**src/efpga_glue_pkg.sv**
```systemverilog
// Widths, timing constants and bus structs shared by the eFPGA glue logic.
// Every glue module takes these with a wildcard import.
package efpga_glue_pkg;

   // control word and events
   localparam int unsigned CTRL_WIDTH = 32;
   localparam int unsigned N_EVENTS   = 16;

   // register access path
   localparam int unsigned APB_ADDR_WIDTH = 32;
   localparam int unsigned FAB_ADDR_WIDTH = 20;  // low paddr bits seen by the fabric
   localparam int unsigned DATA_WIDTH     = 32;

   // request hold before the fabric sees it
   localparam int unsigned GRANT_HOLD_CYCLES = 3;
   localparam int unsigned HOLD_CNT_WIDTH    = 2;  // must hold GRANT_HOLD_CYCLES

   localparam int unsigned PERF_WIDTH = 32;

   // fabric word-access request, 53 bits
   typedef struct packed {
      logic [FAB_ADDR_WIDTH-1:0] addr;
      logic                      wen;    // low means write
      logic [DATA_WIDTH-1:0]     wdata;
   } fab_req_t;

   // fabric response, 34 bits
   typedef struct packed {
      logic                  gnt;    // ends the request
      logic                  valid;  // rdata strobe, reads and writes
      logic [DATA_WIDTH-1:0] rdata;
   } fab_rsp_t;

   // APB3 master to slave signals, 67 bits
   typedef struct packed {
      logic                      psel;
      logic                      penable;
      logic                      pwrite;
      logic [APB_ADDR_WIDTH-1:0] paddr;
      logic [DATA_WIDTH-1:0]     pwdata;
   } apb_req_t;

endpackage

```
**src/access_sequencer.sv**
```systemverilog
// APB slave that forwards each transfer to the fabric word-access port.
// The request is held back a fixed number of cycles; a disabled bridge answers with an error.
module access_sequencer
   import efpga_glue_pkg::*;
(
   input  logic                  asic_clk_i,
   input  logic                  rst_n,
   input  logic                  enable_apb_i,
   input  apb_req_t              apb_i,
   output logic [DATA_WIDTH-1:0] prdata_o,
   output logic                  pready_o,
   output logic                  pslverr_o,
   output logic                  fab_req_valid_o,
   output fab_req_t              fab_req_o,
   input  fab_rsp_t              fab_rsp_i
);

   typedef enum logic [2:0] {
      ST_IDLE,
      ST_HOLD,
      ST_REQUEST,
      ST_RESPONSE,
      ST_DONE
   } seq_state_e;

   seq_state_e                state_q;
   seq_state_e                state_d;
   logic                      apb_setup;
   logic                      err_q;
   logic [DATA_WIDTH-1:0]     rdata_q;
   logic                      hold_en;
   logic                      hold_clr;
   logic                      hold_done;
   logic [HOLD_CNT_WIDTH-1:0] hold_cnt;

   assign apb_setup = apb_i.psel && !apb_i.penable;

   // setup cycle counts as the first hold cycle
   assign hold_en   = (state_q == ST_HOLD) ||
                      ((state_q == ST_IDLE) && apb_setup && enable_apb_i);
   assign hold_clr  = (state_q != ST_IDLE) && (state_q != ST_HOLD);
   assign hold_done = (hold_cnt == HOLD_CNT_WIDTH'(GRANT_HOLD_CYCLES));

   cycle_counter #(
      .WIDTH (HOLD_CNT_WIDTH)
   ) i_hold_cnt (
      .asic_clk_i (asic_clk_i),
      .rst_n      (rst_n),
      .en_i       (hold_en),
      .clr_i      (hold_clr),
      .count_o    (hold_cnt)
   );

   always_comb begin
      state_d = state_q;
      unique case (state_q)
         ST_IDLE: begin
            if (apb_setup) begin
               state_d = enable_apb_i ? ST_HOLD : ST_DONE;  // disabled goes straight to error
            end
         end
         ST_HOLD: begin
            if (hold_done) begin
               state_d = ST_REQUEST;
            end
         end
         ST_REQUEST: begin
            if (fab_rsp_i.gnt) begin
               state_d = ST_RESPONSE;
            end
         end
         ST_RESPONSE: begin
            if (fab_rsp_i.valid) begin
               state_d = ST_DONE;
            end
         end
         ST_DONE: state_d = ST_IDLE;
         default: state_d = ST_IDLE;
      endcase
   end

   always_ff @(posedge asic_clk_i or negedge rst_n) begin
      if (!rst_n) begin
         state_q <= ST_IDLE;
         err_q   <= 1'b0;
      end else begin
         state_q <= state_d;
         if ((state_q == ST_IDLE) && apb_setup) begin
            err_q <= !enable_apb_i;  // one verdict per transfer
         end
      end
   end

   always_ff @(posedge asic_clk_i) begin
      if ((state_q == ST_RESPONSE) && fab_rsp_i.valid) begin
         rdata_q <= fab_rsp_i.rdata;
      end
   end

   // master keeps the APB fields stable, so the request follows them directly
   assign fab_req_o.addr  = apb_i.paddr[FAB_ADDR_WIDTH-1:0];
   assign fab_req_o.wen   = ~apb_i.pwrite;
   assign fab_req_o.wdata = apb_i.pwdata;
   assign fab_req_valid_o = (state_q == ST_REQUEST);

   assign pready_o  = (state_q == ST_DONE);
   assign pslverr_o = pready_o && err_q;
   assign prdata_o  = (pready_o && !err_q) ? rdata_q : '0;

   a_req_stable: assert property (
      @(posedge asic_clk_i) disable iff (!rst_n)
      (fab_req_valid_o && !fab_rsp_i.gnt) |=> $stable(fab_req_o))
      else $error("fab_req_o changed before the grant");

   a_pready_in_access: assert property (
      @(posedge asic_clk_i) disable iff (!rst_n)
      pready_o |-> (apb_i.psel && apb_i.penable))
      else $error("pready_o outside an APB access phase");

endmodule

```
**src/control_qualifier.sv**
```systemverilog
// Control word filter in front of the fabric.
// A word is forwarded only once it has been sampled unchanged three times in a row.
module control_qualifier
   import efpga_glue_pkg::*;
(
   input  logic                  asic_clk_i,
   input  logic                  rst_n,
   input  logic [CTRL_WIDTH-1:0] control_i,
   output logic [CTRL_WIDTH-1:0] control_o
);

   logic [CTRL_WIDTH-1:0] ctrl_d1;
   logic [CTRL_WIDTH-1:0] ctrl_d2;
   logic                  ctrl_stable;

   always_ff @(posedge asic_clk_i or negedge rst_n) begin
      if (!rst_n) begin
         ctrl_d1     <= '0;
         ctrl_d2     <= '0;
         ctrl_stable <= 1'b0;
      end else begin
         ctrl_d1     <= control_i;
         ctrl_d2     <= ctrl_d1;
         ctrl_stable <= (ctrl_d1 == control_i) && (ctrl_d2 == control_i);  // 3 equal samples
      end
   end

   // d1 still holds the third sample when the flag is seen
   always_ff @(posedge asic_clk_i or negedge rst_n) begin
      if (!rst_n) begin
         control_o <= '0;
      end else if (ctrl_stable) begin
         control_o <= ctrl_d1;
      end
   end

endmodule

```
**src/cycle_counter.sv**
```systemverilog
// Free-running wrapping counter with enable and synchronous clear.
// Serves as the performance counter and as the request hold timer.
module cycle_counter
   import efpga_glue_pkg::*;
#(
   parameter int unsigned WIDTH = PERF_WIDTH
) (
   input  logic             asic_clk_i,
   input  logic             rst_n,
   input  logic             en_i,
   input  logic             clr_i,
   output logic [WIDTH-1:0] count_o
);

   always_ff @(posedge asic_clk_i or negedge rst_n) begin
      if (!rst_n) begin
         count_o <= '0;
      end else if (clr_i) begin
         count_o <= '0;                    // clear beats enable
      end else if (en_i) begin
         count_o <= count_o + WIDTH'(1);  // wraps at the top
      end
   end

endmodule

```
**src/efpga_glue.sv**
```systemverilog
// SoC-clock glue around the embedded FPGA fabric.
// Control qualification, APB bridge, event edges and a performance counter.
module efpga_glue
   import efpga_glue_pkg::*;
(
   input  logic                  asic_clk_i,
   input  logic                  rst_n,

   input  logic [CTRL_WIDTH-1:0] control_i,
   output logic [CTRL_WIDTH-1:0] control_o,

   input  logic                  enable_events_i,
   input  logic [N_EVENTS-1:0]   fab_event_i,
   output logic [N_EVENTS-1:0]   event_o,

   // APB slave and fabric word port
   input  logic                  enable_apb_i,
   input  apb_req_t              apb_i,
   output logic [DATA_WIDTH-1:0] prdata_o,
   output logic                  pready_o,
   output logic                  pslverr_o,
   output logic                  fab_req_valid_o,
   output fab_req_t              fab_req_o,
   input  fab_rsp_t              fab_rsp_i,

   input  logic                  enable_perf_i,
   input  logic                  clear_perf_i,
   output logic [PERF_WIDTH-1:0] perf_count_o
);

   control_qualifier i_control_qualifier (
      .asic_clk_i (asic_clk_i),
      .rst_n      (rst_n),
      .control_i  (control_i),
      .control_o  (control_o)
   );

   event_edge_unit i_event_edge_unit (
      .asic_clk_i      (asic_clk_i),
      .rst_n           (rst_n),
      .enable_events_i (enable_events_i),
      .fab_event_i     (fab_event_i),
      .event_o         (event_o)
   );

   access_sequencer i_access_sequencer (
      .asic_clk_i      (asic_clk_i),
      .rst_n           (rst_n),
      .enable_apb_i    (enable_apb_i),
      .apb_i           (apb_i),
      .prdata_o        (prdata_o),
      .pready_o        (pready_o),
      .pslverr_o       (pslverr_o),
      .fab_req_valid_o (fab_req_valid_o),
      .fab_req_o       (fab_req_o),
      .fab_rsp_i       (fab_rsp_i)
   );

   // cycle count for software profiling
   cycle_counter #(
      .WIDTH (PERF_WIDTH)
   ) i_perf_counter (
      .asic_clk_i (asic_clk_i),
      .rst_n      (rst_n),
      .en_i       (enable_perf_i),
      .clr_i      (clear_perf_i),
      .count_o    (perf_count_o)
   );

endmodule

```
**src/event_edge_unit.sv**
```systemverilog
// Fabric event capture on the SoC clock.
// Levels are gated, synchronized and turned into one-cycle rising-edge pulses.
module event_edge_unit
   import efpga_glue_pkg::*;
(
   input  logic                asic_clk_i,
   input  logic                rst_n,
   input  logic                enable_events_i,
   input  logic [N_EVENTS-1:0] fab_event_i,
   output logic [N_EVENTS-1:0] event_o
);

   logic [N_EVENTS-1:0] event_gated;
   logic [N_EVENTS-1:0] sync_q1;
   logic [N_EVENTS-1:0] sync_q2;
   logic [N_EVENTS-1:0] sync_last;

   assign event_gated = fab_event_i & {N_EVENTS{enable_events_i}};

   always_ff @(posedge asic_clk_i or negedge rst_n) begin
      if (!rst_n) begin
         sync_q1   <= '0;
         sync_q2   <= '0;
         sync_last <= '0;
         event_o   <= '0;
      end else begin
         sync_q1   <= event_gated;
         sync_q2   <= sync_q1;              // synchronized level
         sync_last <= sync_q2;
         event_o   <= sync_q2 & ~sync_last;  // rising edge only
      end
   end

   // a held level must not stretch a pulse
   a_event_single_cycle: assert property (
      @(posedge asic_clk_i) disable iff (!rst_n)
      (event_o & $past(event_o)) == '0)
      else $error("event_o pulse lasted more than one cycle");

endmodule

```
**config.mk**
```make
export PLATFORM = sky130hd
export DESIGN_NAME = efpga_glue
export DESIGN_NICKNAME = d
export VERILOG_FILES = /design/src/efpga_glue_pkg.sv /design/src/access_sequencer.sv /design/src/control_qualifier.sv /design/src/cycle_counter.sv /design/src/efpga_glue.sv /design/src/event_edge_unit.sv
export SDC_FILE = /design/constraint.sdc
export NUM_CORES = 1
export LEC_CHECK = 0
export ABC_CLOCK_PERIOD_IN_PS = 4000
export BUFFER_PORTS_ARGS = -buffer_cell sky130_fd_sc_hd__buf_4
export CAP_MARGIN = 20
export CORE_ASPECT_RATIO = 1.1
export CORE_MARGIN = 4
export CORE_UTILIZATION = 53
export DETAILED_ROUTE_END_ITERATION = 10
export PLACE_DENSITY = 0.91
export SLEW_MARGIN = 5
export SYNTH_ARGS = -nofsm -noshare
export SYNTH_HDL_FRONTEND = slang
export SYNTH_SLANG_ARGS = --single-unit
```
**constraint.sdc**
```tcl
create_clock -name asic_clk_i -period 4 [get_ports asic_clk_i]
set_clock_uncertainty 0.1 [all_clocks]
set_input_delay 0.2 -clock asic_clk_i [delete_from_list [all_inputs] [get_ports asic_clk_i]]
set_output_delay 0.2 -clock asic_clk_i [all_outputs]
set_load 0.01 [all_outputs]
```
=== Yosys cells after proc, flatten, opt, wreduce, memory -nomap -nowiden ===
Index checks and enable logic that the tools add are counted.

* Register bits: 231
* Logic and storage cells: 59
* Output and inout port bits: 168
* Input port bits: 155

* Bitwise logic cells: 4
* $add $sub $neg: 2
* Reduce and logical (&&, ||, !) cells: 17
* Muxes and demuxes: 11
* Equal/unequal tests: 12

{| class="wikitable"
|+ Operator list
! cell !! count
|-
| $mux W32 || 3
|-
| $eq A32 B32 Y1 || 2
|-
| $add A32 B1 Y32 const B || 1
|-
| $and A16 B16 Y16 || 2
|-
| $not A16 Y16 || 1
|-
| $mux W3 || 5
|-
| $pmux W3 S4 || 1
|-
| $logic_and A1 B1 Y1 || 8
|-
| $eq A3 B2 Y1 const B || 2
|-
| $ne A2 B1 Y1 const B || 3
|-
| $mux W2 || 2
|-
| $reduce_and A4 Y1 || 1
|-
| $reduce_bool A2 Y1 || 2
|-
| $eq A3 B1 Y1 const B || 1
|-
| $eq A3 B3 Y1 const B || 1
|-
| $logic_not A1 Y1 || 3
|-
| $logic_not A3 Y1 || 1
|-
| $ne A3 B1 Y1 const B || 1
|-
| $reduce_bool A3 Y1 || 1
|-
| $add A2 B1 Y2 const B || 1
|-
| $eq A2 B2 Y1 const B || 1
|-
| $ne A2 B2 Y1 const B || 1
|-
| $logic_or A1 B1 Y1 || 1
|-
| $not A1 Y1 || 1
|}

=== Depth between registers and ports, before layout ===
Gate-level depths: netlist (run 1).

* Depth after elaboration: 7
* Depth in mapped cells: 7
* Gate-level depth less buffers: 5

=== Cells and area by module ===
From an unflattened synthesis (run 1), not the netlist that was laid out.

* Cells, all modules: 647
* Area total of the unflattened synthesis: 8,838.5 µm²

{| class="wikitable"
|+ By module, submodules not included
! module !! cells each !! area each (µm²) !! seq. area each (µm²) !! times used
|-
| control_qualifier || 218 || 3,404.5 || 2,427.3 || 1
|-
| access_sequencer || 149 || 1,836.8 || 1,061.0 || 1
|-
| event_edge_unit || 97 || 1,828.0 || 1,601.5 || 1
|-
| cycle_counter (i_perf_counter) || 176 || 1,680.4 || 800.8 || 1
|-
| cycle_counter (i_access_sequencer.i_hold_cnt) || 7 || 88.8 || 50.0 || 1
|}

=== Least setup slack after synthesis (run 1) ===
OpenSTA, ideal clock, no wires.

* Path type: flip-flop to flip-flop
* Start: reg i_access_sequencer.state_q[1]
* End: reg i_access_sequencer.rdata_q[0] (enable)
* Library setup time: 0.421 ns
* Buffers on the path: 1
* Period minus slack after synthesis: 2.600 ns
* Arrival: 2.079 ns
* Cell stages (with the launch flop): 4
* Data required time: 3.479 ns
* Path slack: 1.400 ns
* Path through: dfrtp_1 clkbuf_1 nand2b_1 nor2_1

* Word-level cells in the longest chain between the ends: 2

{| class="wikitable"
|+ RTL lines
! item !! line !! source
|-
| from (decl) || access_sequencer.sv:26 || <nowiki>seq_state_e state_q;</nowiki>
|-
| from (signal assigned) || access_sequencer.sv:87 || <nowiki>state_q <= state_d;</nowiki>
|-
| $eq A3 B2 Y1 || access_sequencer.sv:95 || <nowiki>if ((state_q == ST_RESPONSE) && fab_rsp_i.valid) begin</nowiki>
|-
| $logic_and A1 B1 Y1 || access_sequencer.sv:95 ||
|-
| to (signal assigned) || access_sequencer.sv:96 || <nowiki>rdata_q <= fab_rsp_i.rdata;</nowiki>
|-
| to (decl) || access_sequencer.sv:30 || <nowiki>logic [DATA_WIDTH-1:0] rdata_q;</nowiki>
|}

No other way between the ends.
A chain may end at the register's enable or synchronous reset.

=== Final worst setup path (run 1) ===
* Start: in clear_perf_i
* End: reg i_perf_counter.count_o[24]

* Word-level cells in the longest chain between the ends: 1
* Elaborated cells on any way between the ends: 2
* Classes of those cells: mux (1); reduce/logical (1)

{| class="wikitable"
|+ RTL lines
! item !! line !! source
|-
| from (decl) || efpga_glue.sv:27 || <nowiki>input logic clear_perf_i,</nowiki>
|-
| $mux W32 or $reduce_bool A2 Y1 (tied branches) || - ||
|-
| to (signal assigned) || cycle_counter.sv:21 || <nowiki>count_o <= count_o + WIDTH'(1);</nowiki>
|-
| to (decl) || cycle_counter.sv:12 || <nowiki>output logic [WIDTH-1:0] count_o</nowiki>
|}

Several ways; a longest one is shown, not always the timed one.

==> results of run 1 <==
[state kept, by name (all words and copies together) (netlist names)]
register / count
i_perf_counter.count_o: 32
i_event_edge_unit.event_o: 16
i_control_qualifier.ctrl_d2: 32
i_control_qualifier.control_o: 32
i_control_qualifier.ctrl_stable: 1
i_control_qualifier.ctrl_d1: 32
i_access_sequencer.err_q: 1
i_event_edge_unit.sync_q2: 16
i_access_sequencer.rdata_q: 32
i_access_sequencer.state_q: 3
i_access_sequencer.i_hold_cnt.count_o: 2
i_event_edge_unit.sync_last: 16
i_event_edge_unit.sync_q1: 16
[final timing paths]
path | startpoint | end | slack [ps] | cells after the start
min in group asynchronous | rst_n | i_perf_counter.count_o[11] | 330 | 2
min reg2reg | i_event_edge_unit.sync_q1[9] | i_event_edge_unit.sync_q2[9] | 250 | 0
min | fab_rsp_i[33] | i_access_sequencer.state_q[0] | 80 | 5
max in group asynchronous | rst_n | i_control_qualifier.ctrl_d1[15] | 2490 | 3
max | clear_perf_i | i_perf_counter.count_o[24] | 1490 | 6
max reg2reg | i_perf_counter.count_o[2] | i_perf_counter.count_o[24] | 1610 | 4
[cell type report]
class	instances	area [um2]	share of cell area
repair buffers	313	2610	0.219
clock inverters	13	115	0.00966
multi-input cells	340	2360	0.198
clock buffers	28	604	0.0507
well taps	204	255	0.0214
inverters	9	33.8	0.00283
flip-flops and latches	231	5940	0.498
[per-layer routing]
layer  track usage  routed length, um  share of wire
met5             0                  0              0
met4        0.0574                397          0.018
met3        0.0483               1800          0.081
met2         0.418              11600           0.52
met1         0.284               8320           0.38
[cell usage in the layout (no fill, tap or decap), types with 17 or more instances in the layout]
master / netlist / routed
sky130_fd_sc_hd__nor2_1: 18 / 17
sky130_fd_sc_hd__edfxtp_1: 32 / 32
sky130_fd_sc_hd__buf_4: 54 / 211
sky130_fd_sc_hd__dfrtp_1: 199 / 199
sky130_fd_sc_hd__and3_1: 50 / 50
sky130_fd_sc_hd__nor3_1: 18 / 18
sky130_fd_sc_hd__dlygate4sd3_1: 0 / 101
sky130_fd_sc_hd__clkbuf_16: 0 / 23
sky130_fd_sc_hd__nor2b_1: 18 / 18
sky130_fd_sc_hd__mux2_2: 34 / 34
sky130_fd_sc_hd__and2_1: 18 / 18
sky130_fd_sc_hd__xor2_1: 38 / 38
sky130_fd_sc_hd__a21oi_1: 23 / 23
[critical path, cell delays in order]
cell and delay [ps]:
sky130_fd_sc_hd__dlygate4sd3_1 520, sky130_fd_sc_hd__buf_4 350, sky130_fd_sc_hd__o2111a_1 320, sky130_fd_sc_hd__nand4_1 550
sky130_fd_sc_hd__or4_1 690, sky130_fd_sc_hd__a21oi_1 180
[cells by family after synthesis]
kind of cell,share of synthesized area
AO/OA/AOI/OAI,0.0396
XOR/XNOR,0.0457
adder cells (fa/ha/maj),0.00284
buffers and inverters,0.0596
flip-flops,0.674
multiplexers,0.0457
AND/OR/NAND/NOR,0.133
[power groups by stage]
stage / registers (mW) / logic (mW) / clock network, mW
finish: 2.59 / 0.590 / 2.08
global route: 2.60 / 0.643 / 2.23
CTS: 2.58 / 0.565 / 2.10
detailed placement: 2.62 / 0.480 / 0
global placement: 2.61 / 0.456 / 0
floorplan: 2.59 / 0.300 / 0
[stage by stage]
step	worst slack [ps]	instance area, um2	hold slack, ps	util	cells
2_1_floorplan	1400	8820	-196	-	655
3_3_place_gp	1670	10200	226	0.622	996
3_5_place_dp	1570	10200	229	0.622	996
4_1_cts	1530	11900	4.99	0.728	1138
5_1_grt	1350	11900	87.8	0.728	1138
6_report	1490	11900	75.3	0.728	1138
[Yosys cell counts, drive strengths merged]
| library cell | instances | area (um2) |
|---|---|---|
| dfrtp | 199 | 4980 |
| buf | 58 | 428 |
| and3 | 50 | 313 |
| xor2 | 38 | 333 |
| mux2 | 34 | 383 |
| edfxtp | 32 | 961 |
| a21oi | 23 | 115 |
| and2 | 18 | 113 |
| nor2 | 18 | 67.6 |
| nor2b | 18 | 113 |
| nor3 | 18 | 90.1 |
| clkbuf | 17 | 63.8 |
| or4 | 17 | 131 |
| nand4 | 13 | 81.3 |
| o31ai | 13 | 97.6 |
| nand2 | 12 | 45.0 |
| nor4 | 12 | 75.1 |
| inv | 9 | 33.8 |
| nand3 | 9 | 45.0 |
| o21ai | 9 | 45.0 |
| xnor2 | 8 | 70.1 |
| o22ai | 7 | 43.8 |
| or3 | 7 | 43.8 |
| and4 | 4 | 35.0 |
| ha | 2 | 25.0 |
| mux2i | 2 | 20.0 |
| nand2b | 2 | 12.5 |
| a31oi | 1 | 6.26 |
| nor3b | 1 | 7.51 |
| o2111a | 1 | 11.3 |
| o2111ai | 1 | 15.0 |
| o21a | 1 | 7.51 |
| o21bai | 1 | 7.51 |
==> results.toml, run 1 <==
[logic_synthesis]
synth_sequential_area_ratio = 0.674
netlist-cell-type-count = 36
synth-warning-count = 0
synth.net_count = 812
postSynthCellCount = 655
combined_area_of_all_synthesized_cells_um2 = 8820
avgSynthCellArea_um2 = 13.5
ys_seq_elements = 231

[die]
fp.dieW_um = 131
core_region_area_um2 = 16400
io_pins = 323
fp.dieArea_um2 = 18800
die_boundary_height_um = 143
initial_utilization = 0.539
std_cell_rows = 49

[clock_tree]
path_clk_slew_ps = 70
ctsResizeCount = 0
clock_latency_ps = 490
cts_buffers = 23
tritoncts = "yes"
ctsRootBufferMaster = "sky130_fd_sc_hd__clkbuf_16"
maximum_clock_insertion_buffer_count = 3
cts_hold_buffers = 101
postCtsSetupRepairBufs = 0
clock_net_sink_count = 231
htree_num_levels = 1

[routing]
detail_route.drc_violations = 0
drt-wirelength-per-cell_um = 19.5
wl_mm = 22.1
routed-via-count = 6168
ant_nets = 0
drt_first_iter_violations = 275
drt_first_pass_iters = 4
route.detailed.vias_per_inst = 5.42

[min_path]
hold_path_class = "input pin to flip-flop"

[grt]
grt.overflow.total = 0
grt_usage = 0.232
grt_pass1_wl_mm = 34.4
first_global_vias = 6549
number_of_antenna_violations_at_the_first_check_in_global_routing = 0
pin_count_of_the_biggest_net_entering_global_routing = 131

[setup_path]
cp-start-kind = "input pin"
critical_path_arrival_ps = 2820
worst_setup_path_end_kind = "flip-flop"
timing.critical_path.required_ps = 4310
critPathKind = "input pin to flip-flop"
timing.critical_path.fanout_max = 36

[sta]
setup_repair_after_global_routing_missed_its_margin = "no"
final_critical_path_share_of_the_clock_period = 0.628
finalHoldViolations = 0
setup_viols_final = 0
least_margin_pin_slew_ps = 992
clock.fmax_mhz = 398
maxSlewViolCount = 0
maxSlewHeadroom = 0.339
setup_total_negative_slack_ps = 0
timing.final.crit_period_ps = 2510

[cells_and_area]
finish.net_count = 1075
layout-drive-gt1-share = 0.302
filler_cell_count = 999
layout-area-overhead-vs-synth_pct = 35.1
diodes = 0

[power]
p_per_area_nw_per_um2 = 441
power_leakage_nw = 5.69
intPower_mw = 3.98
pwr-share-seq = 0.492
pwr-share-clk = 0.396
vdd_ir_drop_max_mv = 0.394
total_switching_power_mw = 1.28
switching_share = 0.243
post_layout_power_mw = 5.26
power.share.combinational = 0.112

[place]
detailed_place_hpwl_mm = 12.7
globalplace.congestion = 0.802
place.port_buffers = 206

[job]
max_cap_violations = 0

[status]
run_status = "finished clean"
Power figures use the tool's default switching activity.
==> run 2, diff against run 1 <==
--- a/config.mk
+++ b/config.mk
@@ -5,14 +5,14 @@
 export SDC_FILE = /design/constraint.sdc
 export NUM_CORES = 1
 export LEC_CHECK = 0
-export ABC_CLOCK_PERIOD_IN_PS = 4000
+export ABC_CLOCK_PERIOD_IN_PS = 2200
 export BUFFER_PORTS_ARGS = -buffer_cell sky130_fd_sc_hd__buf_4
 export CAP_MARGIN = 20
 export CORE_ASPECT_RATIO = 1.1
 export CORE_MARGIN = 4
-export CORE_UTILIZATION = 53
+export CORE_UTILIZATION = 45
 export DETAILED_ROUTE_END_ITERATION = 10
-export PLACE_DENSITY = 0.91
+export PLACE_DENSITY = 0.83
 export SLEW_MARGIN = 5
 export SYNTH_ARGS = -nofsm -noshare
 export SYNTH_HDL_FRONTEND = slang
==> constraint.sdc (replaced) <==
create_clock -name asic_clk_i -period 2.2 [get_ports asic_clk_i]
set_clock_uncertainty 0.1 [all_clocks]
set_input_delay 0.11 -clock asic_clk_i [delete_from_list [all_inputs] [get_ports asic_clk_i]]
set_output_delay 0.11 -clock asic_clk_i [all_outputs]
set_load 0.01 [all_outputs]
==> results.toml, run 2 (synthesis gave the netlist of run 1 again) <==
[status]
run_status = "finished clean"

[routing]
drt_first_pass_iters = 6
ant_nets = 0
routed-via-count = 6239
drt-wirelength-per-cell_um = 18.2
wl_mm = 21.9
drt_first_iter_violations = 256
route.detailed.vias_per_inst = 5.19
detail_route.drc_violations = 0

[sta]
timing.final.crit_period_ps = 2140
maxSlewHeadroom = 0.631
least_margin_pin_slew_ps = 554
setup_total_negative_slack_ps = 0
setup_viols_final = 0
whs_ps = 62.9
clock.fmax_mhz = 467
maxSlewViolCount = 0
final_critical_path_share_of_the_clock_period = 0.974
finalHoldViolations = 0

[grt]
grt_usage = 0.189
first_global_vias = 6474
pin_count_of_the_biggest_net_entering_global_routing = 67
grt_pass1_wl_mm = 33.8
grt.overflow.total = 0
number_of_antenna_violations_at_the_first_check_in_global_routing = 1

[cells_and_area]
instances_no_fill = 1202
post-route-util = 0.641
layout.cells.most_common = "sky130_fd_sc_hd__buf_4"
final_cell_mix = "sky130_fd_sc_hd__buf_4, sky130_fd_sc_hd__dfrtp_1, sky130_fd_sc_hd__dlygate4sd3_1"
layout-drive-gt1-share = 0.322
postLayoutCellArea_um2 = 12300
finish.net_count = 1095
layout-area-overhead-vs-synth_pct = 39.3

[die]
fp.dieW_um = 141
die_boundary_height_um = 155
initial_utilization = 0.460
io_pins = 323
core_region_area_um2 = 19200
fp.dieArea_um2 = 21900
std_cell_rows = 53

[place]
placedCellCount = 1051
detailed_place_hpwl_mm = 13.6
globalplace.congestion = 0.796
place.port_buffers = 206
detailed_place.area_um2 = 10400

[setup_path]
cp-start-kind = "flip-flop"
timing.critical_path.fanout_max = 17
timing.critical_path.required_ps = 1990
timing.critical_path.cells = "nor3b_4 > buf_6 > and3_1 > buf_4"
timing.critical_path.slowest_stage_cell = "sky130_fd_sc_hd__dfrtp_2"
cpLargestDelayFamily = "simple AND/OR/NAND/NOR gates"
timing.critical_path.buf_inv = 2
critPathKind = "flip-flop to primary output"
cpPeakStageDelay_ps = 500
critical_path_arrival_ps = 1930
worst_setup_path_end_kind = "primary output"

[clock_tree]
ctsRootBufferMaster = "sky130_fd_sc_hd__clkbuf_16"
htree_num_levels = 1
clock_net_sink_count = 231
cts_buffers = 23
tritoncts = "yes"
clock_latency_ps = 500
maximum_clock_insertion_buffer_count = 3
path_clk_slew_ps = 60

[min_path]
hold_path_class = "input pin to flip-flop"

[power]
p_per_area_nw_per_um2 = 811
power_leakage_nw = 5.81
vdd_ir_drop_max_mv = 0.655

[job]
max_cap_violations = 0
-- run 2: worst paths after layout --
path / start / cells past startpoint / to / slack, ps
setup / recovery: i_access_sequencer.state_q[1] / 4 / prdata_o[2] / 60
hold / removal: clear_perf_i / 3 / i_perf_counter.count_o[2] / 60
setup reg to reg: i_perf_counter.count_o[6] / 4 / i_perf_counter.count_o[29] / 110
hold reg to reg: i_event_edge_unit.sync_q1[12] / 0 / i_event_edge_unit.sync_q2[12] / 240
max in group asynchronous: rst_n / 3 / i_perf_counter.count_o[4] / 1250
min in group asynchronous: rst_n / 2 / i_event_edge_unit.sync_q1[10] / 100
-- run 2: routing by layer --
layer,global-route usage,up-vias,routed length [um]
li1,-,2838,-
met1,0.227,3076,8240
met2,0.333,265,11200
met3,0.0479,60,1780
met4,0.0635,0,694
met5,0,-,0
-- run 2: power by group --
group / switching (mW) / leakage [nW] / internal [mW]
registers: 0.179 / 2.84 / 4.54
logic: 0.566 / 2.59 / 0.570
clock network: 1.61 / 0.377 / 2.50
total: 2.35 / 5.81 / 7.61
-- run 2: worst register-to-register path, stage by stage (launching register included) --
cell and delay, ps:
sky130_fd_sc_hd__dfrtp_1 430, sky130_fd_sc_hd__nand4_1 230, sky130_fd_sc_hd__or4_4 590, sky130_fd_sc_hd__or4_1 520
sky130_fd_sc_hd__a21oi_1 160
-- run 2: final cells by class --
cell class                      instances  area [um2]
Multi-Input combinational cell        342        2400
Clock inverter                         16         211
Tap cell                              247         309
Fill cell                            1307        6880
Antenna cell                            1        2.50
Timing Repair Buffer                  331        2790
Sequential cell                       231        5940
Clock buffer                           25         583
Inverter                                9        37.5
-- run 2: per-stage QoR --
step	setup slack (ps)	total power [mW]
4_1_cts	27.7	9.95
6_report	56.9	9.96
5_1_grt	-22.4	10.4
3_5_place_dp	62.4	5.64
2_1_floorplan	94.7	5.25
3_3_place_gp	113	5.60
-- run 2: what timing repair did --
item | in CTS | in global routing
resized for setup | 0 | 10
endpoints found under the hold margin | 291 | 0
hold buffers | 104 | 0
endpoints found under the setup margin | 0 | 12
buffers inserted | 0 | 2
==> run 3, diff against run 2 <==
--- a/config.mk
+++ b/config.mk
@@ -5,14 +5,14 @@
 export SDC_FILE = /design/constraint.sdc
 export NUM_CORES = 1
 export LEC_CHECK = 0
-export ABC_CLOCK_PERIOD_IN_PS = 2200
+export ABC_AREA = 0
+export ABC_CLOCK_PERIOD_IN_PS = 2600
 export BUFFER_PORTS_ARGS = -buffer_cell sky130_fd_sc_hd__buf_4
-export CAP_MARGIN = 20
 export CORE_ASPECT_RATIO = 1.1
 export CORE_MARGIN = 4
-export CORE_UTILIZATION = 45
+export CORE_UTILIZATION = 53
 export DETAILED_ROUTE_END_ITERATION = 10
-export PLACE_DENSITY = 0.83
+export PLACE_DENSITY = 0.91
 export SLEW_MARGIN = 5
 export SYNTH_ARGS = -nofsm -noshare
 export SYNTH_HDL_FRONTEND = slang
==> constraint.sdc (replaced) <==
create_clock -name asic_clk_i -period 2.6 [get_ports asic_clk_i]
set_clock_uncertainty 0.1 [all_clocks]
set_input_delay 0.13 -clock asic_clk_i [delete_from_list [all_inputs] [get_ports asic_clk_i]]
set_output_delay 0.13 -clock asic_clk_i [all_outputs]
set_load 0.01 [all_outputs]
==> results.toml, run 3 (synthesis gave the netlist of run 1 again) <==
[status]
run_status = "finished clean"

[die]
std_cell_rows = 49
fp.dieArea_um2 = 18800
fp.dieW_um = 131
initial_utilization = 0.539
core_region_area_um2 = 16400
io_pins = 323
die_boundary_height_um = 143

[routing]
ant_nets = 0
route.detailed.vias_per_inst = 5.33
drt_first_iter_violations = 395
routed-via-count = 6093
drt-met1-wl_mm = 8.51
route.met2.wl_mm = 10.7
highest-signal-layer = "met4"
drt_first_pass_iters = 4
detail_route.drc_violations = 0
route.met3.wl_mm = 1.47
drt-wirelength-per-cell_um = 18.6
wl_mm = 21.3

[power]
pwr-share-seq = 0.476
post_layout_power_mw = 8.36
p_per_area_nw_per_um2 = 693
switching_share = 0.231
power_leakage_nw = 5.76
total_switching_power_mw = 1.93
power.share.combinational = 0.110
intPower_mw = 6.43
vdd_ir_drop_max_mv = 0.533
pwr-share-clk = 0.414

[setup_path]
timing.critical_path.required_ps = 2920
critPathKind = "flip-flop to flip-flop"
critical_path.reg2reg.startpoint = "i_perf_counter.count_o[2]"
rr_worst_depth = 4
rr_endpoint = "i_perf_counter.count_o[29]"
cp-start-kind = "flip-flop"
reg2reg_slack_ps = 350
crit_path_start = "i_perf_counter.count_o[2]"
critical_path_arrival_ps = 2570
timing.critical_path.to = "i_perf_counter.count_o[29]"
timing.critical_path.fanout_max = 22
worst_setup_path_end_kind = "flip-flop"

[min_path]
hold_path_class = "input pin to asynchronous set/reset pin"

[cells_and_area]
final_cell_mix = "sky130_fd_sc_hd__buf_4, sky130_fd_sc_hd__dfrtp_1, sky130_fd_sc_hd__dlygate4sd3_1"
layout.cells.most_common = "sky130_fd_sc_hd__buf_4"
layout-drive-gt1-share = 0.309
finish.net_count = 1080
post-route-util = 0.737
layout-area-overhead-vs-synth_pct = 36.8
filler_cell_count = 943

[place]
globalplace.congestion = 0.829
place.port_buffers = 206
detailed_place_hpwl_mm = 12.6

[grt]
grt_usage = 0.222
grt_pass1_wl_mm = 33.1
first_global_vias = 6446
number_of_antenna_violations_at_the_first_check_in_global_routing = 1
grt.overflow.total = 0
pin_count_of_the_biggest_net_entering_global_routing = 86

[sta]
whs_ps = 61.4
setup_repair_after_global_routing_missed_its_margin = "no"
clock.fmax_mhz = 444
maxSlewViolCount = 0
finalHoldViolations = 0
final_critical_path_share_of_the_clock_period = 0.866
least_margin_pin_slew_ps = 694
timing.final.crit_period_ps = 2250
setup_viols_final = 0
setup_total_negative_slack_ps = 0
maxSlewHeadroom = 0.537

[job]
max_cap_violations = 0

[clock_tree]
clock_net_sink_count = 231
path_clk_slew_ps = 60
ctsRootBufferMaster = "sky130_fd_sc_hd__clkbuf_16"
cts_buffers = 22
htree_num_levels = 1
clock_latency_ps = 490
tritoncts = "yes"
maximum_clock_insertion_buffer_count = 3
postCtsSetupRepairBufs = 0
-- run 3: cell count changes in the layout (fill, tap and decap cells not counted), moves of 2 or more --
| cell | change |
|---|---|
| sky130_fd_sc_hd__clkinv_1 | -3 |
| sky130_fd_sc_hd__clkbuf_1 | +3 |
| sky130_fd_sc_hd__dfrtp_2 | -3 |
| sky130_fd_sc_hd__dfrtp_1 | +3 |
| sky130_fd_sc_hd__or4_4 | -2 |
| sky130_fd_sc_hd__clkinv_2 | -3 |
| sky130_fd_sc_hd__clkinvlp_4 | -5 |
| sky130_fd_sc_hd__buf_12 | -2 |
| sky130_fd_sc_hd__dlygate4sd3_1 | -2 |
| sky130_fd_sc_hd__buf_4 | -6 |
| sky130_fd_sc_hd__bufinv_16 | -2 |
| sky130_fd_sc_hd__clkbuf_8 | +8 |
-- run 3: final cells by class --
type	instances	area (um2)	area share
tap	204	255	0.0212
multi-input combinational	340	2360	0.196
timing repair buffer	319	2670	0.221
clock buffer	36	704	0.0584
sequential	231	5940	0.493
clock inverter	4	95.1	0.00788
antenna	1	2.50	0.000207
inverter	9	33.8	0.00280
-- run 3: power by group through the flow --
stage | clock, mW | combinational, mW | sequential (mW)
6_report | 3.46 | 0.922 | 3.97
5_1_grt | 3.69 | 1.00 | 3.99
4_1_cts | 3.52 | 0.881 | 3.97
3_5_place_dp | 0 | 0.736 | 4.03
3_3_place_gp | 0 | 0.707 | 4.02
2_1_floorplan | 0 | 0.461 | 3.98
-- run 3: worst min path at each step --
stage                                  to  slack [ps]
6_report       i_perf_counter.count_o[16]          60
5_1_grt         i_perf_counter.count_o[6]          90
4_1_cts         i_perf_counter.count_o[6]          50
3_5_place_dp    i_perf_counter.count_o[8]          30
3_3_place_gp   i_perf_counter.count_o[16]          30
2_1_floorplan    i_access_sequencer.err_q        -270
-- run 3: worst max-delay path, cell delays in order, from the launching register on --
cell and delay [ps]:
sky130_fd_sc_hd__dfrtp_1 460, sky130_fd_sc_hd__o2111ai_2 210, sky130_fd_sc_hd__or4_4 690, sky130_fd_sc_hd__or4_1 560
sky130_fd_sc_hd__a21oi_1 150
-- run 3: layer usage --
metal | track usage | up-vias
met5 | 0 | -
met4 | 0.0726 | 0
met2 | 0.383 | 222
li1 | - | 2797
met3 | 0.0445 | 56
met1 | 0.280 | 3018
-- run 3: per-stage QoR --
step	cells	instance area [um2]	worst slack, ps
after floorplan	655	8820	0.141
after global placement	1001	10200	455
after detailed placement	1001	10200	413
after CTS	1143	12100	365
after global routing	1144	12100	203
final	1144	12100	349
-- run 3: what timing repair did --
action,CTS,global route
endpoints found under the setup margin,0,0
endpoints found under the hold margin,209,0
hold buffers,102,0
gates resized for setup,0,0
